<file path="config.mk">
export PLATFORM = sky130hd
export DESIGN_NAME = regfile
export DESIGN_NICKNAME = d
export VERILOG_FILES = /design/src/design/isa_pkg.sv /design/src/design/regfile.sv
export SDC_FILE = /design/constraint.sdc
export NUM_CORES = 2
export LEC_CHECK = 0
export ABC_AREA = 1
export BUFFER_PORTS_ARGS = -buffer_cell sky130_fd_sc_hd__buf_2
export CAP_MARGIN = 20
export CELL_PAD_IN_SITES_DETAIL_PLACEMENT = 0
export CELL_PAD_IN_SITES_GLOBAL_PLACEMENT = 1
export CORE_ASPECT_RATIO = 1.2
export CORE_MARGIN = 2
export CORE_UTILIZATION = 30
export CTS_CLUSTER_SIZE = 40
export DETAILED_ROUTE_END_ITERATION = 7
export GPL_TIMING_DRIVEN = 0
export PLACE_DENSITY = 0.63
export SYNTH_ARGS = -nofsm -noshare
export SYNTH_HDL_FRONTEND = slang
export SYNTH_SLANG_ARGS = --single-unit
</file>
<file path="constraint.sdc">
create_clock -name clk -period 1.94 [get_ports clk]
set_input_delay 0.291 -clock clk [delete_from_list [all_inputs] [get_ports clk]]
set_output_delay 0.291 -clock clk [all_outputs]
set_load 0.05 [all_outputs]
</file>
<file path="src/design/isa_pkg.sv">
package isa_pkg;

  typedef logic [31:0] word_t;      // data, address or instruction word
  typedef logic [4:0]  reg_addr_t;  // register index
  typedef logic [6:0]  opcode_t;
  typedef logic [2:0]  funct3_t;

  // major opcodes of the supported subset
  localparam opcode_t OP_RTYPE = 7'b0110011;
  localparam opcode_t OP_ITYPE = 7'b0010011;
  localparam opcode_t OP_LOAD  = 7'b0000011;
  localparam opcode_t OP_STORE = 7'b0100011;

  localparam funct3_t FUNCT3_ADD = 3'b000;  // also sub, lw, sw
  localparam funct3_t FUNCT3_SLT = 3'b010;
  localparam funct3_t FUNCT3_XOR = 3'b100;
  localparam funct3_t FUNCT3_OR  = 3'b110;
  localparam funct3_t FUNCT3_AND = 3'b111;

  localparam int FUNCT7_SUB_BIT = 30;  // instr[30] turns add into sub

  // lsb positions of the instruction fields
  localparam int RD_LSB     = 7;
  localparam int FUNCT3_LSB = 12;
  localparam int RS1_LSB    = 15;
  localparam int RS2_LSB    = 20;
  localparam int IMM_I_LSB  = 20;
  localparam int IMM_S_HI   = 25;  // s-format imm[11:5] starts here

  localparam int DMEM_WORDS = 64;

endpackage

</file>
<file path="src/design/regfile.sv">
`timescale 1ns/10ps

module regfile
  import isa_pkg::*;
(
  input  logic      clk,
  input  logic      rst_n,
  input  reg_addr_t rs1_i,
  input  reg_addr_t rs2_i,
  input  reg_addr_t rd_i,
  input  word_t     wr_data_i,
  input  logic      wr_en_i,
  output word_t     rs1_data_o,
  output word_t     rs2_data_o
);

  word_t regs [1:31];  // x0 has no storage
  logic  wr_live;

  assign wr_live = wr_en_i && (rd_i != '0);

  always_ff @(posedge clk or negedge rst_n) begin
    if (!rst_n) begin
      for (int i = 1; i < 32; i++) regs[i] <= '0;
    end else if (wr_live) begin
      regs[rd_i] <= wr_data_i;
    end
  end

  // write-first: q2 sees the value q5 retires in the same cycle
  assign rs1_data_o = (rs1_i == '0)                  ? '0        :
                      (wr_live && rd_i == rs1_i)     ? wr_data_i : regs[rs1_i];
  assign rs2_data_o = (rs2_i == '0)                  ? '0        :
                      (wr_live && rd_i == rs2_i)     ? wr_data_i : regs[rs2_i];

endmodule

</file>
==> flow_summary.json <==
{
  "portBuffers": 72,
  "hold_path_class": "in2async",
  "synthTopCellsByArea": "dfrtp_1 43%, nand2_1 20%, nand3_1 11%, o21ai_0 9.1%, inv_1 5.7%",
  "grt_antenna_before_repair": 25,
  "cts_buffers": 116,
  "htree_levels": 3,
  "largest-register": "regs",
  "yosysSeqAreaShare_pct": 43.0,
  "critPathMaxFanout": 10,
  "hold_viol_final": 148,
  "cp.arrival_ns": 2.32,
  "top_usage_layer": "met2",
  "drt_iter0_markers": 7866,
  "wl_mm": 388,
  "worstPathRequired_ns": 1.65,
  "largest_registers": "regs (992)",
  "yosys_warnings": 0,
  "via_per_inst": 5.55,
  "die_h_um": 485,
  "status": "finished, violations left",
  "leakage_nw": 35.2,
  "die_width_um": 404,
  "grt_max_degree": 142,
  "largest_register_ffs": 992,
  "post-route-min-period_ns": 2.61,
  "max_freq_mhz": 382,
  "clk_latency_ns": 0.78,
  "critPathCaptureType": "output pin",
  "syn_inst": 8693,
  "whs_ns": -0.541,
  "avgRoutedWirePerCell_um": 33.3,
  "yosys.area.top_type": "dfrtp_1",
  "reg2reg_slack_ns": 0.88,
  "finalMaxSlewViolations": 0,
  "synth-simple-area-share_pct": 34.4,
  "cap_violations": 0,
  "startpoint_type": "primary input",
  "violations": "negative hold slack, negative setup slack",
  "pwr_density_cell_mw_per_mm2": 964,
  "synth_top_area_share_pct": 43.0,
  "rsz0062_at_grt": "yes",
  "pin_count": 114,
  "synthMuxAreaShare_pct": 0,
  "vdd_drop_max_v": 0.000709,
  "vias": 64800,
  "antenna_left": 0,
  "synth_area_mm2": 0.0577,
  "cts_max_path_buffers": 3,
  "synthXorXnorAreaFrac_pct": 0.0910,
  "met1_usage_pct": 48.2,
  "cts.clk_slew.worst_paths_ns": 0.06,
  "grtUsageTotal_pct": 38.8,
  "die_area_mm2": 0.196,
  "worst_pin_slew_ns": 1.23,
  "maxSlewHeadroom_pct": 18.3,
  "met3_usage_pct": 10.5,
  "cts.sinks": 992,
  "syn_avg_cell_area_um2": 6.64,
  "grt_pass1_wl_mm": 520,
  "fin_nets": 9127,
  "drive_gt1_share_pct": 19.1,
  "fin_area_mm2": 0.0745,
  "synth_top_family_by_area": "simple AND/OR/NAND/NOR gates",
  "met2_usage_pct": 58.5,
  "synth_fa_ha_area_share_pct": 0,
  "initial_core_util_pct": 30.2,
  "gp_congestion": 1.06,
  "skew_ns": 0,
  "layout.cells.most_common_list": "2927 x nand2_1, 991 x dfrtp_1, 985 x o21ai_0",
  "synth_compound_area_share_pct": 11.7,
  "grt_overflow": 0,
  "cts_tree": "built",
  "fin_tns_setup_ns": -36.96,
  "syn-num-nets": 8743,
  "cts_root_buf": "clkbuf_16",
  "fin_crit_sh_pct": 135,
  "drt_pass1_iterations": 8,
  "ys_ff_latch": 992,
  "final_common_cell": "nand2_1",
  "place_area_mm2": 0.0626,
  "drc": 0,
  "setup_ws_ns": -0.675,
  "worst-setup-path-type": "in2out",
  "synthDistinctLibCells": 27,
  "dpl.hpwl_mm": 293,
  "ctsHoldBuffers": 9,
  "setup_viol": 64,
  "rows": 176,
  "core-area_mm2": 0.191,
  "first_global_vias": 61200,
  "area_growth_pct": 29.0
}
==> routing by layer <==
layer | wire [µm] | vias to the layer above
met5 | 46 | -
met3 | 40100 | 1056
met2 | 166000 | 3581
met4 | 32700 | 6
li1 | - | 28300
met1 | 150000 | 31900
==> synthesized netlist by cell type (all sizes together) <==
| library cell | count |
|---|---|
| o211ai | 106 |
| xor2 | 3 |
| nor2 | 378 |
| or2 | 27 |
| inv | 891 |
| nor4 | 1 |
| a21oi | 90 |
| xnor2 | 3 |
| buf | 261 |
| nor3 | 10 |
| dfrtp | 992 |
| nand3 | 1242 |
| nand4 | 14 |
| nand2 | 3138 |
| clkinv | 1 |
| clkbuf | 430 |
| o21ai | 1106 |
==> path summary, 6_finish.rpt <==
check	startpoint	cells after the start	endpoint
max	rs1_i[3]	9	rs1_data_o[16]
min reg2reg	regs[664]$_DFFE_PN0P_	2	regs[664]$_DFFE_PN0P_
max in group asynchronous	rst_n	4	regs[315]$_DFFE_PN0P_
max reg2reg	regs[588]$_DFFE_PN0P_	4	regs[588]$_DFFE_PN0P_
min	rst_n	1	regs[776]$_DFFE_PN0P_
min in group clk	wr_data_i[10]	3	regs[522]$_DFFE_PN0P_
==> per-stage QoR <==
| step | util (%) | power [mW] | worst slack [ns] | cells |
|---|---|---|---|---|
| after floorplan | - | 36.9 | 0.00233 | 8693 |
| after global placement | 32.1 | 43.8 | -22.92 | 11300 |
| after detailed placement | 32.7 | 44.2 | -1.99 | 11300 |
| after CTS | 37.7 | 70.1 | -0.644 | 11600 |
| after global routing | 38.9 | 74.6 | -0.668 | 11700 |
| final | 38.9 | 71.8 | -0.675 | 11700 |
==> what timing repair did <==
action | 4_1_cts | 5_1_grt
setup endpoints to repair | 411 | 542
resized for setup | 1459 | 484
hold endpoints to repair | 112 | 94
pin swaps | 223 | 302
buffers inserted | 56 | 68
gates cloned | 2 | 4
==> critical path, cell delays in order <==
cell	delay, ns
buf_2	0.28
clkbuf_2	0.43
clkbuf_1	0.37
buf_8	0.24
nand3_1	0.14
nand2_4	0.14
nand3_1	0.11
nand2_2	0.13
buf_8	0.16
==> kinds of logic after synthesis <==
| kind of cell | after synthesis |
|---|---|
| xor+xnor | 6 |
| flops | 992 |
| buf+inv | 1583 |
| simple gates | 4810 |
| compound gates | 1302 |
==> power breakdown <==
part	switching [mW]	leakage (nW)	total, mW	internal, mW
clock	10.3	1.93	24.0	13.7
sequential	2.65	12.6	27.4	24.7
combinational	13.8	20.6	20.4	6.56
total	26.8	35.2	71.8	45.0
==> final cells by class <==
class / instances / area [µm²]
Antenna cell: 10 / 25.0
Buffer: 691 / 4650
Clock buffer: 160 / 3310
Clock inverter: 54 / 664
Fill cell: 20300 / 117000
Inverter: 892 / 3400
Multi-Input combinational cell: 6118 / 31100
Sequential cell: 992 / 24800
Tap cell: 2492 / 3120
Timing Repair Buffer: 266 / 3390
(Power assumes the default switching activity.)
