<file path="src/design/isa_pkg.sv">
package isa_pkg;

  typedef logic [31:0] word_t;      // data, address or instruction word
  typedef logic [4:0]  reg_addr_t;  // register index
  typedef logic [6:0]  opcode_t;
  typedef logic [2:0]  funct3_t;

  // major opcodes of the supported subset
  localparam opcode_t OP_RTYPE = 7'b0110011;
  localparam opcode_t OP_ITYPE = 7'b0010011;
  localparam opcode_t OP_LOAD  = 7'b0000011;
  localparam opcode_t OP_STORE = 7'b0100011;

  localparam funct3_t FUNCT3_ADD = 3'b000;  // also sub, lw, sw
  localparam funct3_t FUNCT3_SLT = 3'b010;
  localparam funct3_t FUNCT3_XOR = 3'b100;
  localparam funct3_t FUNCT3_OR  = 3'b110;
  localparam funct3_t FUNCT3_AND = 3'b111;

  localparam int FUNCT7_SUB_BIT = 30;  // instr[30] turns add into sub

  // lsb positions of the instruction fields
  localparam int RD_LSB     = 7;
  localparam int FUNCT3_LSB = 12;
  localparam int RS1_LSB    = 15;
  localparam int RS2_LSB    = 20;
  localparam int IMM_I_LSB  = 20;
  localparam int IMM_S_HI   = 25;  // s-format imm[11:5] starts here

  localparam int DMEM_WORDS = 64;

endpackage

</file>
<file path="src/design/data_mem.sv">
`timescale 1ns/10ps

module data_mem
  import isa_pkg::*;
(
  input  logic  clk,
  input  logic  rst_n,
  input  logic  ren_i,
  input  logic  wen_i,
  input  word_t addr_i,
  input  word_t wdata_i,
  output word_t rdata_o
);

  localparam int AW = $clog2(DMEM_WORDS);

  word_t          mem [DMEM_WORDS];
  logic  [AW-1:0] idx;

  assign idx = addr_i[AW+1:2];  // word index, byte offset ignored

  always_ff @(posedge clk or negedge rst_n) begin
    if (!rst_n) begin
      for (int i = 0; i < DMEM_WORDS; i++) mem[i] <= '0;
    end else if (wen_i) begin
      mem[idx] <= wdata_i;
    end
  end

  assign rdata_o = ren_i ? mem[idx] : '0;

endmodule

</file>
<file path="config.mk">
export PLATFORM = sky130hd
export DESIGN_NAME = data_mem
export DESIGN_NICKNAME = d
export VERILOG_FILES = /design/src/design/isa_pkg.sv /design/src/design/data_mem.sv
export SDC_FILE = /design/constraint.sdc
export NUM_CORES = 2
export LEC_CHECK = 0
export BUFFER_PORTS_ARGS = -buffer_cell sky130_fd_sc_hd__buf_2
export CAP_MARGIN = 15
export CORE_MARGIN = 4
export CORE_UTILIZATION = 60
export DETAILED_ROUTE_END_ITERATION = 10
export PLACE_DENSITY = 0.8
export SLEW_MARGIN = 20
export SYNTH_ARGS = -nofsm -noshare
export SYNTH_HDL_FRONTEND = slang
export SYNTH_SLANG_ARGS = --single-unit
</file>
<file path="constraint.sdc">
create_clock -name clk -period 6 [get_ports clk]
set_clock_uncertainty 0.15 [all_clocks]
set_input_delay 1.2 -clock clk [delete_from_list [all_inputs] [get_ports clk]]
set_output_delay 1.2 -clock clk [all_outputs]
set_load 0.05 [all_outputs]
</file>
==> flow_summary.json <==
{
  "hold_path_class": "in2async",
  "largest_registers": "mem (2048)",
  "cts.root.buffer_cell": "sky130_fd_sc_hd__clkbuf_16",
  "fin_crit_sh_pct": 94.7,
  "grt_first_pass_wirelength_um": 393000,
  "cts_tree": "done",
  "initial_utilization_pct": 60.4,
  "largest_net_degree_at_the_start_of_global_routing": 193,
  "ctsHtreeMaxLevel": 4,
  "cts_hold_buffers": 0,
  "startpoint_type": "input pin",
  "regToRegStartpoint": "mem[466]$_DFFE_PN0P_",
  "regMostFlops": "mem",
  "netlist_instances": 6506,
  "cts_inserted_buffers": 200,
  "regToRegEndpoint": "mem[466]$_DFFE_PN0P_",
  "power.ir.vdd_worst_uv": 347,
  "largest_register_ffs": 2048,
  "cp.required_ns": 4.65,
  "powerDensity_nw_per_um2": 330,
  "cellLeakagePower_nw": 46.8,
  "clk_path_buf_depth": 3,
  "cts_resized": 0,
  "mappedNetlistNets": 6574,
  "drt_first_iter_violations": 6166,
  "setup_total_negative_slack_ns": 0,
  "crit_fanout": 39,
  "worst_setup_path_end_kind": "output port",
  "yosysSeqAreaShare_pct": 55.8,
  "yosysUniqueCellTypes": 55,
  "via_total_after_detailed_routing": 59500,
  "grt_antenna_before_repair": 1,
  "grt_pass1_vias": 62500,
  "port_buffers": 73,
  "share_of_yosys_cell_area_claimed_by_the_top_area_cell_type_pct": 55.8,
  "synth_warnings": 0,
  "drt_first_pass_iters": 6,
  "reg2reg_setup_slack_ns": 5.04,
  "grt_setup_unrepaired": "no",
  "finalWeightedCongestion": 0.857,
  "globalRouteOverflowTotal": 0,
  "final-instance-count-excl-fill": 8489,
  "detailedPlacementHpwl_um": 152000,
  "cell_area_after_synthesis_um2": 91800,
  "drive_gt1_share_pct": 45.5,
  "setup_failing_eps_final": 0,
  "total_wire_length_after_detailed_routing_um": 259000,
  "syn_to_final_growth_pct": 10.6,
  "final.min_clock_period_ns": 5.68,
  "timing_hold_violations_final": 0,
  "num_io_pins": 100,
  "die_footprint_um2": 159000,
  "via_per_inst": 7.01,
  "crit_type": "in2out",
  "chipHeight_um": 399,
  "fmax_mhz": 176,
  "place_inst": 8121,
  "ys_top_cells_by_area": "sky130_fd_sc_hd__dfrtp_1 (56%), sky130_fd_sc_hd__mux2_2 (26%), sky130_fd_sc_hd__mux4_2 (3.3%)",
  "max-slew-margin-rel_pct": 17.9,
  "core-area_um2": 152000,
  "max_slew.worst_pin.slew_ns": 1.23,
  "clock-sinks": 2048,
  "synth_area_per_cell_um2": 14.1,
  "final_net_count": 6364,
  "final_antenna_net_count": 0,
  "timing.reg2reg.worst_path_depth": 1,
  "clk-insertion-delay-late_ns": 0.83,
  "drc_markers": 0,
  "fp-row-count": 143,
  "synth.ff_latch_count": 2048,
  "outcome": "finished, final reports clean",
  "critPathArrivalTime_ns": 4.33,
  "report.final.slew_viol_count": 0,
  "cts.repair_timing.setup_buffer_count": 0,
  "maxCapViolCount": 0,
  "yosysTopAreaCell": "sky130_fd_sc_hd__dfrtp_1",
  "track_usage_pct": 32.6,
  "cts.reportedPaths.clkPinSlew_ns": 0.06,
  "routed_wire_per_std_cell_um": 30.5,
  "die_x_um": 399
}
-- metrics by stage --
stage / cell area [µm²] / total power [W] / utilization (%) / hold WS, ns / setup WS (ns)
after global routing: 102000 / 0.0347 / 66.8 / 0.176 / 0.341
after CTS: 101000 / 0.0336 / 66.7 / 0.142 / 0.412
after detailed placement: 94700 / 0.0209 / 62.3 / 0.323 / 0.413
after floorplan: 91800 / 0.0194 / - / 0.303 / 1.41
final: 102000 / 0.0335 / 66.8 / 0.168 / 0.316
after global placement: 94700 / 0.0206 / 62.3 / 0.312 / 0.415
-- power by group --
part	leakage [nW]	total (W)	switching, W	internal [W]
combinational	16.3	0.00416	0.00203	0.00213
clock	3.32	0.0128	0.00536	0.00742
sequential	27.2	0.0166	0.000938	0.0156
-- kinds of logic after synthesis --
kind of cell,after synthesis,share of synthesized area (%)
flops,2048,55.8
buf+inv,734,3.41
mux,2333,30.1
simple gates,370,1.96
compound gates,1021,8.69
-- cells in the final DEF (no fill, tap or decap), types with 49 or more instances in the layout --
cell type / netlist / routed
sky130_fd_sc_hd__a221oi_1: 291 / 291
sky130_fd_sc_hd__a22o_1: 61 / 61
sky130_fd_sc_hd__a22oi_1: 279 / 279
sky130_fd_sc_hd__buf_12: 0 / 71
sky130_fd_sc_hd__buf_4: 13 / 200
sky130_fd_sc_hd__clkbuf_1: 350 / 51
sky130_fd_sc_hd__clkbuf_16: 0 / 207
sky130_fd_sc_hd__clkbuf_8: 0 / 55
sky130_fd_sc_hd__dfrtp_1: 2048 / 2048
sky130_fd_sc_hd__mux2_2: 2085 / 2085
sky130_fd_sc_hd__mux2i_1: 103 / 103
sky130_fd_sc_hd__mux4_2: 135 / 135
sky130_fd_sc_hd__nand2_1: 93 / 60
sky130_fd_sc_hd__nor2_1: 84 / 49
sky130_fd_sc_hd__nor3_1: 92 / 91
sky130_fd_sc_hd__o22ai_1: 151 / 151
-- routing by layer --
layer  wire [µm]  global-route usage [%]
met1      100000                    43.6
met2      120000                    50.6
met3       25200                    7.92
met4       13500                    15.4
met5           0                       0
-- synthesized netlist by cell type, drive strengths merged --
library cell  instances
a2111oi              15
a211oi               15
a21oi                21
a221o                15
a221oi              292
a222oi               42
a22o                 61
a22oi               279
a311oi                1
a31oi                 4
and2                  3
and3                  3
and3b                 2
buf                 382
clkbuf              351
dfrtp              2048
inv                   1
mux2               2095
mux2i               103
mux4                135
nand2                93
nand2b                6
nand3                21
nand3b                4
nand4                 2
nor2                 84
nor2b                 6
nor3                 93
nor3b                 4
nor4                 28
nor4bb                2
o211ai               16
o21a                 15
o21ai                45
o221ai               15
o22ai               151
o31a                 15
o32a                  1
o32ai                16
o41a                  2
or2                   3
or3                   1
or3b                  1
or4                  14
-- area by class of cell --
cell class,count,area (µm²)
flip-flops and latches,2048,51200
fillers,10300,50500
multi-input cells,3724,37900
clock buffers,313,6130
repair buffers,321,3230
well taps,2030,2540
clock inverters,49,572
inverters,1,8.76
diodes,3,7.51
-- worst max-delay path by stage --
stage | startpoint | end | cells after the start
3_5_place_dp | addr_i[4] | rdata_o[4] | 11
5_1_grt | addr_i[7] | rdata_o[29] | 8
2_1_floorplan | addr_i[2] | rdata_o[17] | 8
4_1_cts | addr_i[2] | rdata_o[4] | 11
3_3_place_gp | addr_i[4] | rdata_o[4] | 11
6_report | addr_i[3] | rdata_o[5] | 9
-- worst max-delay path: stages --
cell	delay (ns)
sky130_fd_sc_hd__buf_8	0.30
sky130_fd_sc_hd__nor2_4	0.13
sky130_fd_sc_hd__buf_4	0.29
sky130_fd_sc_hd__a22oi_1	0.25
sky130_fd_sc_hd__o32ai_1	0.12
sky130_fd_sc_hd__nor4_1	0.98
sky130_fd_sc_hd__o221ai_1	0.41
sky130_fd_sc_hd__o21a_1	0.32
sky130_fd_sc_hd__buf_2	0.22
Note: power is estimated with default switching activity, not from simulation.
