File: src/design/isa_pkg.sv
package isa_pkg;

  typedef logic [31:0] word_t;      // data, address or instruction word
  typedef logic [4:0]  reg_addr_t;  // register index
  typedef logic [6:0]  opcode_t;
  typedef logic [2:0]  funct3_t;

  // major opcodes of the supported subset
  localparam opcode_t OP_RTYPE = 7'b0110011;
  localparam opcode_t OP_ITYPE = 7'b0010011;
  localparam opcode_t OP_LOAD  = 7'b0000011;
  localparam opcode_t OP_STORE = 7'b0100011;

  localparam funct3_t FUNCT3_ADD = 3'b000;  // also sub, lw, sw
  localparam funct3_t FUNCT3_SLT = 3'b010;
  localparam funct3_t FUNCT3_XOR = 3'b100;
  localparam funct3_t FUNCT3_OR  = 3'b110;
  localparam funct3_t FUNCT3_AND = 3'b111;

  localparam int FUNCT7_SUB_BIT = 30;  // instr[30] turns add into sub

  // lsb positions of the instruction fields
  localparam int RD_LSB     = 7;
  localparam int FUNCT3_LSB = 12;
  localparam int RS1_LSB    = 15;
  localparam int RS2_LSB    = 20;
  localparam int IMM_I_LSB  = 20;
  localparam int IMM_S_HI   = 25;  // s-format imm[11:5] starts here

  localparam int DMEM_WORDS = 64;

endpackage

File: src/design/pipe_pkg.sv
package pipe_pkg;

  typedef enum logic [2:0] {
    ALU_ADD,
    ALU_SUB,
    ALU_AND,
    ALU_OR,
    ALU_XOR,
    ALU_SLT
  } alu_op_e;

  // source of an execute operand
  typedef enum logic [1:0] {
    FWD_REG,  // value read from the register file in q2
    FWD_Q4,   // alu result one stage ahead
    FWD_Q5    // write-back value two stages ahead
  } fwd_sel_e;

  typedef logic [4:0] ctrl_t;

  // bit positions inside ctrl_t
  localparam int CTRL_ALUSRC_IMM = 4;
  localparam int CTRL_MEM_REN    = 3;
  localparam int CTRL_MEM_WREN   = 2;
  localparam int CTRL_REG_WR_EN  = 1;
  localparam int CTRL_MEM_TO_REG = 0;

endpackage

File: src/design/decoder.sv
`timescale 1ns/10ps

module decoder
  import isa_pkg::*, pipe_pkg::*;
(
  input  word_t   instr_i,
  output ctrl_t   ctrl_o,
  output alu_op_e alu_op_o,
  output word_t   imm_o
);

  opcode_t opcode;
  funct3_t funct3;
  logic    is_store;

  assign opcode   = instr_i[6:0];
  assign funct3   = instr_i[FUNCT3_LSB +: 3];
  assign is_store = (opcode == OP_STORE);

  // s-format splits imm[11:0] around rd
  assign imm_o = is_store ?
                 {{20{instr_i[31]}}, instr_i[31:IMM_S_HI], instr_i[RD_LSB +: 5]} :
                 {{20{instr_i[31]}}, instr_i[31:IMM_I_LSB]};

  always_comb begin
    ctrl_o = '0;  // unknown opcode acts as a bubble
    case (opcode)
      OP_RTYPE: ctrl_o[CTRL_REG_WR_EN] = 1'b1;
      OP_ITYPE: begin
        ctrl_o[CTRL_ALUSRC_IMM] = 1'b1;
        ctrl_o[CTRL_REG_WR_EN]  = 1'b1;
      end
      OP_LOAD: begin
        ctrl_o[CTRL_ALUSRC_IMM] = 1'b1;
        ctrl_o[CTRL_MEM_REN]    = 1'b1;
        ctrl_o[CTRL_REG_WR_EN]  = 1'b1;
        ctrl_o[CTRL_MEM_TO_REG] = 1'b1;
      end
      OP_STORE: begin
        ctrl_o[CTRL_ALUSRC_IMM] = 1'b1;
        ctrl_o[CTRL_MEM_WREN]   = 1'b1;
      end
      default: ctrl_o = '0;
    endcase
  end

  always_comb begin
    alu_op_o = ALU_ADD;  // address add for lw and sw
    if (opcode == OP_RTYPE || opcode == OP_ITYPE) begin
      case (funct3)
        FUNCT3_ADD: begin
          // only the r-type form has a sub, addi uses bit 30 as immediate
          if (opcode == OP_RTYPE && instr_i[FUNCT7_SUB_BIT]) alu_op_o = ALU_SUB;
        end
        FUNCT3_SLT: alu_op_o = ALU_SLT;
        FUNCT3_XOR: alu_op_o = ALU_XOR;
        FUNCT3_OR:  alu_op_o = ALU_OR;
        FUNCT3_AND: alu_op_o = ALU_AND;
        default:    alu_op_o = ALU_ADD;
      endcase
    end
  end

endmodule

File: config.mk
export PLATFORM = sky130hd
export DESIGN_NAME = decoder
export DESIGN_NICKNAME = d
export VERILOG_FILES = /design/src/design/isa_pkg.sv /design/src/design/pipe_pkg.sv /design/src/design/decoder.sv
export SDC_FILE = /design/constraint.sdc
export NUM_CORES = 1
export LEC_CHECK = 0
export ABC_AREA = 1
export BUFFER_PORTS_ARGS = -buffer_cell sky130_fd_sc_hd__buf_2
export CORE_MARGIN = 5
export CORE_UTILIZATION = 25
export DETAILED_ROUTE_END_ITERATION = 10
export MAX_ROUTING_LAYER = met4
export PLACE_DENSITY = 0.82
export SLEW_MARGIN = 40
export SYNTH_ARGS = -nofsm -noshare
export SYNTH_HDL_FRONTEND = slang
export SYNTH_SLANG_ARGS = --single-unit
export TNS_END_PERCENT = 5
File: constraint.sdc
create_clock -name vclk -period 1.86
set_input_delay 0.372 -clock vclk [all_inputs]
set_output_delay 0.372 -clock vclk [all_outputs]
set_load 0.02 [all_outputs]
==> run summary <==
The slowest stage of the critical path is the sky130_fd_sc_hd__nor2_8 cell. Static timing analysis puts the maximum clock frequency at 668 MHz. Entering global routing, the biggest net connects 22 pins. The critical path in this run is classified as primary input to output port.

The tools report the count of max-cap constraint violations as 0. Data on the critical path arrives at its endpoint at 1120 ps. For the count of vias placed by the detailed router, the log shows 431.

The logs give 338 for the number of global-route vias before repair and 2 for the number of iterations in the first detailed-routing pass. Port buffering added 35 buffers. The most common library cell in the layout ignoring fill and taps is sky130_fd_sc_hd__buf_2. The number of hold buffers added after CTS was 0.

IR analysis of the VDD net gives a maximum drop of 0.0557 mV. The final max-slew violation count is 0. The worst setup path is captured at an output port.

Kind of launch point of the worst setup path: a primary input. The initial utilization of the core area, before any placement, comes to 27.1%. The run gives 231 um2 as the area of the multi-input gates. The tools report the final total power as 78.9 uW.

At the end of routability-driven placement, the weighted congestion stood at 0.776. The run finished with clean final reports. The count of nets left with antenna violations after detail routing came out at 0. The count of antenna diodes in the layout was 0; the post-cts sizing count was 0. The logs give 11 for the number of distinct standard cells referenced by the synthesized netlist and 15 for the cell row count. The aggregate global routing overflow is 0, and the area growth from synthesis to layout is -2.33%. The detail-routed via count per cell was 3.81; the initial antenna violation count was 0.

Summing every instance area after synthesis gives 483 um2. Counting the fill cells in the layout gives 192. The logs give 2 for the initial DRC count and 0 for the layout clock buffer count. The cell leakage power is 0.000346 uW, and the per-cell routed wire length is 8.00 um.

The synthesized area per cell is 5.89 um2. By area the synthesized netlist is led by sky130_fd_sc_hd__buf_4 (45%), sky130_fd_sc_hd__nand2_1 (14%), sky130_fd_sc_hd__nor2_1 (8.5%). The synthesized netlist net count came out at 114. Global routing used 10.5% of the available met2 tracks. The critical path goes through buf_2 > inv_1 > nand2_2 > nor2_8 > nand2_4 > nand2_1 > nand2_1 > buf_2. The first global-routing pass estimated 1370 um of wire. At the pin with the least slew margin, the transition time is 184 ps.

For the finished layout, the period the worst path requires is 1500 ps. The tools report the count of final hold-check violations as 0. On the worst path, the slowest cell contributes a delay of 150 ps. The proportion of netlist area held by the largest area contributor came out at 45.1%.

The run gives 82 as the synthesized netlist cell count. STA puts the critical path data required time at 1490 ps. The design has 0 sequential cells. Busiest metal layer after global routing: met2. Full die area: 0.00291 mm2. The routed design has 904 um of wire. The sequential cells in the finished layout cover a total of 0 um2.

Pin placement for this block handled 72 I/O pins. The Yosys step of the flow raised 0 warnings. Setup repair after global routing left no endpoint under its margin. The sum of negative setup slack is 0 ps, and the share of layout cells above drive strength 1 is 51.1%. The number of buffers inserted by post-CTS setup repair is 0, and the post-DP HPWL is 823 um.

In the global route stage, met3 resource usage came out at 2.22%. The top cell types in the final layout, fill and taps aside, are sky130_fd_sc_hd__buf_2 (35), sky130_fd_sc_hd__nand2_1 (18), sky130_fd_sc_hd__nor2_1 (11). The die boundary height is 54.0 um, and the width of the die is 54.0 um. Setup violations remaining at the end of the flow were counted as 0. The sequential cell area fraction in the yosys report is 0%, and the global routing met1 resource utilization is 7.19%. The min-delay analysis places its worst path in the category primary input to output port.

The top cell type by total area after synthesis is sky130_fd_sc_hd__buf_4. For this run, design rule violations remaining after detail routing come to 0. Global routing used 6.10% of the available tracks across all layers. The core region is 0.00178 mm2. In this run the worst path has a maximum fanout of 8. The final layout contains 122 nets. For this design the ratio of total power to cell area is 167 mW/mm2. The share of the clock period used by the worst path came out at 80.4%. The worst slew slack as a fraction of its limit came out at 87.7%.
layout make-up:
class	count	share of cell area, %
multi-input cells	44	49.1
repair buffers	35	37.1
inverters	9	7.16
well taps	25	6.63
worst max-delay path: cells and delay by family:
family	cells	cell delay, ps
buffers and inverters	3	300
and+or+nand+nor	5	440
kinds of logic after synthesis:
family / after synthesis / share of synthesized area, %
AO/OA/AOI/OAI: 1 / 1.04
buffers and inverters: 38 / 52.1
AND/OR/NAND/NOR: 43 / 46.9
through the flow:
stage	area, um2	util [%]	instances	worst slack [ps]	hold WS (ps)
6_report	472	26.5	113	364	744
2_1_floorplan	483	-	82	314	857
5_1_grt	472	26.5	113	288	744
3_5_place_dp	472	26.5	113	350	744
4_1_cts	472	26.5	113	350	744
3_3_place_gp	472	26.5	113	360	744
synth_stat cells:
library cell / instances
sky130_fd_sc_hd__nand4_1: 1
sky130_fd_sc_hd__nand2_2: 3
sky130_fd_sc_hd__inv_1: 6
sky130_fd_sc_hd__nand3_1: 6
sky130_fd_sc_hd__o21ai_0: 1
sky130_fd_sc_hd__nand2_1: 18
sky130_fd_sc_hd__nand2_4: 2
sky130_fd_sc_hd__nor2_1: 11
sky130_fd_sc_hd__inv_2: 3
sky130_fd_sc_hd__buf_4: 29
sky130_fd_sc_hd__nor2_8: 2
power by group:
group / switching, uW / internal (uW) / total [uW]
registers: 0 / 0 / 0
clock network: 0 / 0 / 0
logic: 46.4 / 32.5 / 78.9
total: 46.4 / 32.5 / 78.9
worst paths after layout:
| check | from | cells after the start | end |
|---|---|---|---|
| max | instr_i[2] | 8 | imm_o[4] |
| min | instr_i[25] | 0 | imm_o[5] |
layer usage:
metal / vias up / routed length [um] / share of wire, %
met3: 0 / 146 / 16
met5: - / 0 / 0
met2: 27 / 398 / 44
met1: 172 / 359 / 40
met4: 0 / 0 / 0
li1: 232 / - / -
Note: power is estimated with default switching activity, not from simulation.
