## src/design/isa_pkg.sv

```systemverilog
package isa_pkg;

  typedef logic [31:0] word_t;      // data, address or instruction word
  typedef logic [4:0]  reg_addr_t;  // register index
  typedef logic [6:0]  opcode_t;
  typedef logic [2:0]  funct3_t;

  // major opcodes of the supported subset
  localparam opcode_t OP_RTYPE = 7'b0110011;
  localparam opcode_t OP_ITYPE = 7'b0010011;
  localparam opcode_t OP_LOAD  = 7'b0000011;
  localparam opcode_t OP_STORE = 7'b0100011;

  localparam funct3_t FUNCT3_ADD = 3'b000;  // also sub, lw, sw
  localparam funct3_t FUNCT3_SLT = 3'b010;
  localparam funct3_t FUNCT3_XOR = 3'b100;
  localparam funct3_t FUNCT3_OR  = 3'b110;
  localparam funct3_t FUNCT3_AND = 3'b111;

  localparam int FUNCT7_SUB_BIT = 30;  // instr[30] turns add into sub

  // lsb positions of the instruction fields
  localparam int RD_LSB     = 7;
  localparam int FUNCT3_LSB = 12;
  localparam int RS1_LSB    = 15;
  localparam int RS2_LSB    = 20;
  localparam int IMM_I_LSB  = 20;
  localparam int IMM_S_HI   = 25;  // s-format imm[11:5] starts here

  localparam int DMEM_WORDS = 64;

endpackage

```

## src/design/pipe_pkg.sv

```systemverilog
package pipe_pkg;

  typedef enum logic [2:0] {
    ALU_ADD,
    ALU_SUB,
    ALU_AND,
    ALU_OR,
    ALU_XOR,
    ALU_SLT
  } alu_op_e;

  // source of an execute operand
  typedef enum logic [1:0] {
    FWD_REG,  // value read from the register file in q2
    FWD_Q4,   // alu result one stage ahead
    FWD_Q5    // write-back value two stages ahead
  } fwd_sel_e;

  typedef logic [4:0] ctrl_t;

  // bit positions inside ctrl_t
  localparam int CTRL_ALUSRC_IMM = 4;
  localparam int CTRL_MEM_REN    = 3;
  localparam int CTRL_MEM_WREN   = 2;
  localparam int CTRL_REG_WR_EN  = 1;
  localparam int CTRL_MEM_TO_REG = 0;

endpackage

```

## src/design/execute.sv

```systemverilog
`timescale 1ns/10ps

module execute
  import isa_pkg::*, pipe_pkg::*;
(
  input  reg_addr_t rs1_i,
  input  reg_addr_t rs2_i,
  input  word_t     rs1_data_i,
  input  word_t     rs2_data_i,
  input  word_t     imm_i,
  input  ctrl_t     ctrl_i,
  input  alu_op_e   alu_op_i,
  input  reg_addr_t q4_rd_i,
  input  logic      q4_wr_en_i,   // valid and writes a register
  input  logic      q4_is_load_i,
  input  word_t     q4_result_i,
  input  reg_addr_t q5_rd_i,
  input  logic      q5_wr_en_i,
  input  word_t     q5_result_i,
  output word_t     alu_result_o,
  output word_t     store_data_o
);

  fwd_sel_e sel_op1;
  fwd_sel_e sel_op2;
  fwd_sel_e sel_st;
  logic     q4_fwd_ok;
  word_t    op1;
  word_t    rs2_fwd;
  word_t    op2;

  assign q4_fwd_ok = q4_wr_en_i && !q4_is_load_i;  // load data not ready until q5

  // q4 is the most recent producer, so it is checked first
  function automatic fwd_sel_e pick_fwd(input reg_addr_t rs, input logic used,
                                        input logic q4_ok, input reg_addr_t q4_rd,
                                        input logic q5_ok, input reg_addr_t q5_rd);
    fwd_sel_e sel;
    sel = FWD_REG;
    if (used && rs != '0) begin
      if (q4_ok && q4_rd == rs) sel = FWD_Q4;
      else if (q5_ok && q5_rd == rs) sel = FWD_Q5;
    end
    return sel;
  endfunction

  function automatic word_t fwd_mux(input fwd_sel_e sel, input word_t reg_val,
                                    input word_t q4_val, input word_t q5_val);
    word_t val;
    case (sel)
      FWD_Q4:  val = q4_val;
      FWD_Q5:  val = q5_val;
      default: val = reg_val;
    endcase
    return val;
  endfunction

  assign sel_op1 = pick_fwd(rs1_i, 1'b1, q4_fwd_ok, q4_rd_i, q5_wr_en_i, q5_rd_i);
  // i-type has no rs2
  assign sel_op2 = pick_fwd(rs2_i, !ctrl_i[CTRL_ALUSRC_IMM], q4_fwd_ok, q4_rd_i,
                            q5_wr_en_i, q5_rd_i);
  assign sel_st  = pick_fwd(rs2_i, ctrl_i[CTRL_MEM_WREN], q4_fwd_ok, q4_rd_i,
                            q5_wr_en_i, q5_rd_i);

  assign op1          = fwd_mux(sel_op1, rs1_data_i, q4_result_i, q5_result_i);
  assign rs2_fwd      = fwd_mux(sel_op2, rs2_data_i, q4_result_i, q5_result_i);
  assign op2          = ctrl_i[CTRL_ALUSRC_IMM] ? imm_i : rs2_fwd;
  assign store_data_o = fwd_mux(sel_st, rs2_data_i, q4_result_i, q5_result_i);

  always_comb begin
    case (alu_op_i)
      ALU_ADD: alu_result_o = op1 + op2;
      ALU_SUB: alu_result_o = op1 - op2;
      ALU_AND: alu_result_o = op1 & op2;
      ALU_OR:  alu_result_o = op1 | op2;
      ALU_XOR: alu_result_o = op1 ^ op2;
      ALU_SLT: alu_result_o = {31'b0, $signed(op1) < $signed(op2)};
      default: alu_result_o = '0;
    endcase
  end

endmodule

```

## config.mk

```make
export PLATFORM = sky130hd
export DESIGN_NAME = execute
export DESIGN_NICKNAME = d
export VERILOG_FILES = /design/src/design/isa_pkg.sv /design/src/design/pipe_pkg.sv /design/src/design/execute.sv
export SDC_FILE = /design/constraint.sdc
export NUM_CORES = 1
export LEC_CHECK = 0
export ABC_AREA = 1
export BUFFER_PORTS_ARGS = -buffer_cell sky130_fd_sc_hd__buf_4
export CAP_MARGIN = 20
export CORE_UTILIZATION = 50
export DETAILED_ROUTE_END_ITERATION = 10
export GPL_TIMING_DRIVEN = 0
export PLACE_DENSITY_LB_ADDON = 0.05
export SLEW_MARGIN = 20
export SYNTH_ARGS = -nofsm -noshare
export SYNTH_HDL_FRONTEND = slang
export SYNTH_SLANG_ARGS = --single-unit
```

## constraint.sdc

```tcl
create_clock -name vclk -period 5.9
set_input_delay 0.59 -clock vclk [all_inputs]
set_output_delay 0.59 -clock vclk [all_outputs]
set_load 0.01 [all_outputs]
```

==> summary.txt <==
Outcome
  – Status: finished clean

Timing
  – Final hold violations: 0
  – Hold WS: 1.57 ns
  – Fmax achieved: 0.176 GHz
  – Final TNS setup: 0 ns
  – Part of the cycle the worst path needs: 0.962
  – Final setup violation count: 0
  – Relative slew slack: 0.392
  – Final WS setup: 0.225 ns
  – Slew @ Worst Pin: 0.902 ns
  – Final worst path period need: 5.67 ns
  – Max Slew Vio Count: 0

Cells and area
  – Seq_cells: 0
  – Storage element area: 0 sq um
  – Non-filler cells, final: 2,236
  – Nets: 2,311
  – Clk_buf instances: 0
  – Ratio of cells with drive above 1 in the final layout: 0.169
  – Ant. Diodes: 0
  – Final Instance Area: 11,200 sq um
  – Area Growth Syn to Fin: 25.0%

Power
  – Worst VDD drop: 0.0000703 V
  – LEAKAGE: 6.61 nW
  – Cell Pwr Density: 114 nW/um^2

Yosys
  – Avg Cell Area, Syn: 5.11 sq um
  – Syn. warnings: 0
  – Largest area contributor in the netlist: nand2_1
  – Post-synthesis sequential area ratio: 0
  – Synth area leaders: nand2_1 19%, inv_1 17%, ha_1 15%
  – Mapped cell area: 8970 sq um
  – Commonest cells post-synth: 465 x nand2_1, 408 x inv_1, 118 x nand3_1, 116 x nor2_1, 107 x a21oi_1
  – Cells after Synth: 1,755
  – Unique masters post-synth: 44
  – Post-synth top area share: 0.194
  – Post-synthesis net count: 2,053
  – Top-count cell post-synth: nand2_1

Worst setup path
  – Worst EP arrival: 5.08 ns
  – Most used cell, CP: nand2_1
  – CP endpoint kind: output port
  – Critical path's largest stage delay: 0.43 ns
  – Crit path max fanout: 10
  – Crit path from: q4_rd_i[3]
  – Setup CP Type: in -> out
  – Worst path slowest cell: ha_1
  – Worst setup SP type: input port
  – CP required: 5.31 ns

Placed design
  – DP Worst Slack: 0.0974 ns
  – Post-DP HPWL: 35.2 mm
  – PortBufs: 251
  – GP Congestion: 1.05
  – Cell Area, Placed: 11,100 sq um
  – Dpl cells: 2,231

Global route
  – Largest net degree at the start of global routing: 11
  – Total grt overflow: 0
  – First-pass GRT wire length: 62.8 mm
  – Initial antenna violation count: 0
  – Vias in the first global route: 11,909
  – GRT Total Usage: 0.439

Floorplanning
  – Die X-Extent: 136 um
  – Initial Util: 0.515
  – Die Ht: 136 um
  – Die ar.: 18,500 sq um
  – Core area: 17,400 sq um
  – Row cnt: 48
  – Num ports: 255

Routing
  – DR vias/cell: 5.88
  – Initial DRC Count: 1,732
  – Wire per inst: 18.6 um
  – Routed wire length: 41.6 mm
  – Final antenna-violating net count: 0
  – TritonRoute pass-1 iters: 6
  – Via count: 13,141
  – DRC viols: 0

Run
  – Max Cap Viol: 0

Clocking
  – Hold Buf Count CTS: 0

Hold path
  – Tightest Hold Check Type: in -> out
  – Min-delay src: rs2_data_i[26]
-- routing by layer --
| layer | share of wire | vias to the layer above | wire length (um) | track usage |
|---|---|---|---|---|
| met4 | 0.044 | 0 | 1840 | 0.167 |
| met5 | 0 | - | 0 | 0 |
| met3 | 0.12 | 137 | 5040 | 0.0641 |
| met1 | 0.39 | 5841 | 16300 | 0.577 |
| li1 | - | 6174 | - | - |
| met2 | 0.44 | 989 | 18400 | 0.718 |
-- logic make-up after synthesis --
logic type	Yosys count	share of synthesized area
adder cells (fa/ha/maj)	107	0.151
AND/OR/NAND/NOR	746	0.347
AO/OA/AOI/OAI	390	0.273
XOR/XNOR	13	0.0127
buffers and inverters	499	0.217
-- placed cells by master, fill, tap and decap left out, types with 2 or more instances in the layout --
cell	Yosys	layout
a211oi_1	6	6
a21oi_1	107	107
a21oi_2	3	3
a221oi_1	5	5
a22oi_1	33	27
a22oi_2	0	6
and2_1	3	3
and3_1	2	2
buf_1	4	4
buf_2	23	23
buf_4	7	263
buf_6	2	2
clkbuf_1	39	33
clkbuf_2	1	7
clkinv_1	2	2
fa_1	2	2
ha_1	105	105
inv_1	408	408
inv_2	13	13
nand2_1	465	465
nand2_2	4	4
nand3_1	118	117
nand3_2	3	4
nand4_1	10	10
nor2_1	116	116
nor2_2	4	4
nor2_4	3	3
nor3_1	8	8
nor3_2	4	4
nor4_1	3	3
o211ai_1	2	2
o21ai_0	93	93
o21ai_1	2	2
o21bai_1	6	6
o221ai_1	66	66
o22ai_1	63	63
xor2_1	12	12
-- worst paths after layout --
kind | depth (start not counted) | endpoint
setup / recovery | 26 | alu_result_o[18]
hold / removal | 4 | store_data_o[26]
-- critical path, delay by kind of cell --
kind	cells	cell delay (ns)
AO/OA/AOI/OAI	3	0.66
XOR/XNOR	1	0.17
adder cells (fa/ha/maj)	2	0.70
buffers and inverters	6	1.16
AND/OR/NAND/NOR	14	1.78
-- repair_timing --
item | 4_1_cts | 5_1_grt
resized for setup | 0 | 19
setup endpoints to repair | 0 | 28
setup buffers | 0 | 5
-- stage by stage --
| step | utilization | total power [mW] |
|---|---|---|
| after global placement | 0.640 | 1.20 |
| after detailed placement | 0.640 | 1.22 |
| after CTS | 0.640 | 1.22 |
| after floorplan | - | 0.768 |
| final | 0.644 | 1.28 |
| after global routing | 0.644 | 1.39 |
-- where the power goes --
part           switching, mW  internal, mW  leakage, nW  total (mW)
clock                      0             0            0           0
sequential                 0             0            0           0
combinational          0.823         0.452         6.61        1.28
total                  0.823         0.452         6.61        1.28
-- area by class of cell --
cell class	instances	area [sq um]
inverters	423	1590
plain buffers	76	364
fillers	1809	6200
repair buffers	256	1920
multi-input cells	1256	7070
well taps	225	282
No activity file was read; power rests on OpenSTA's default activity.
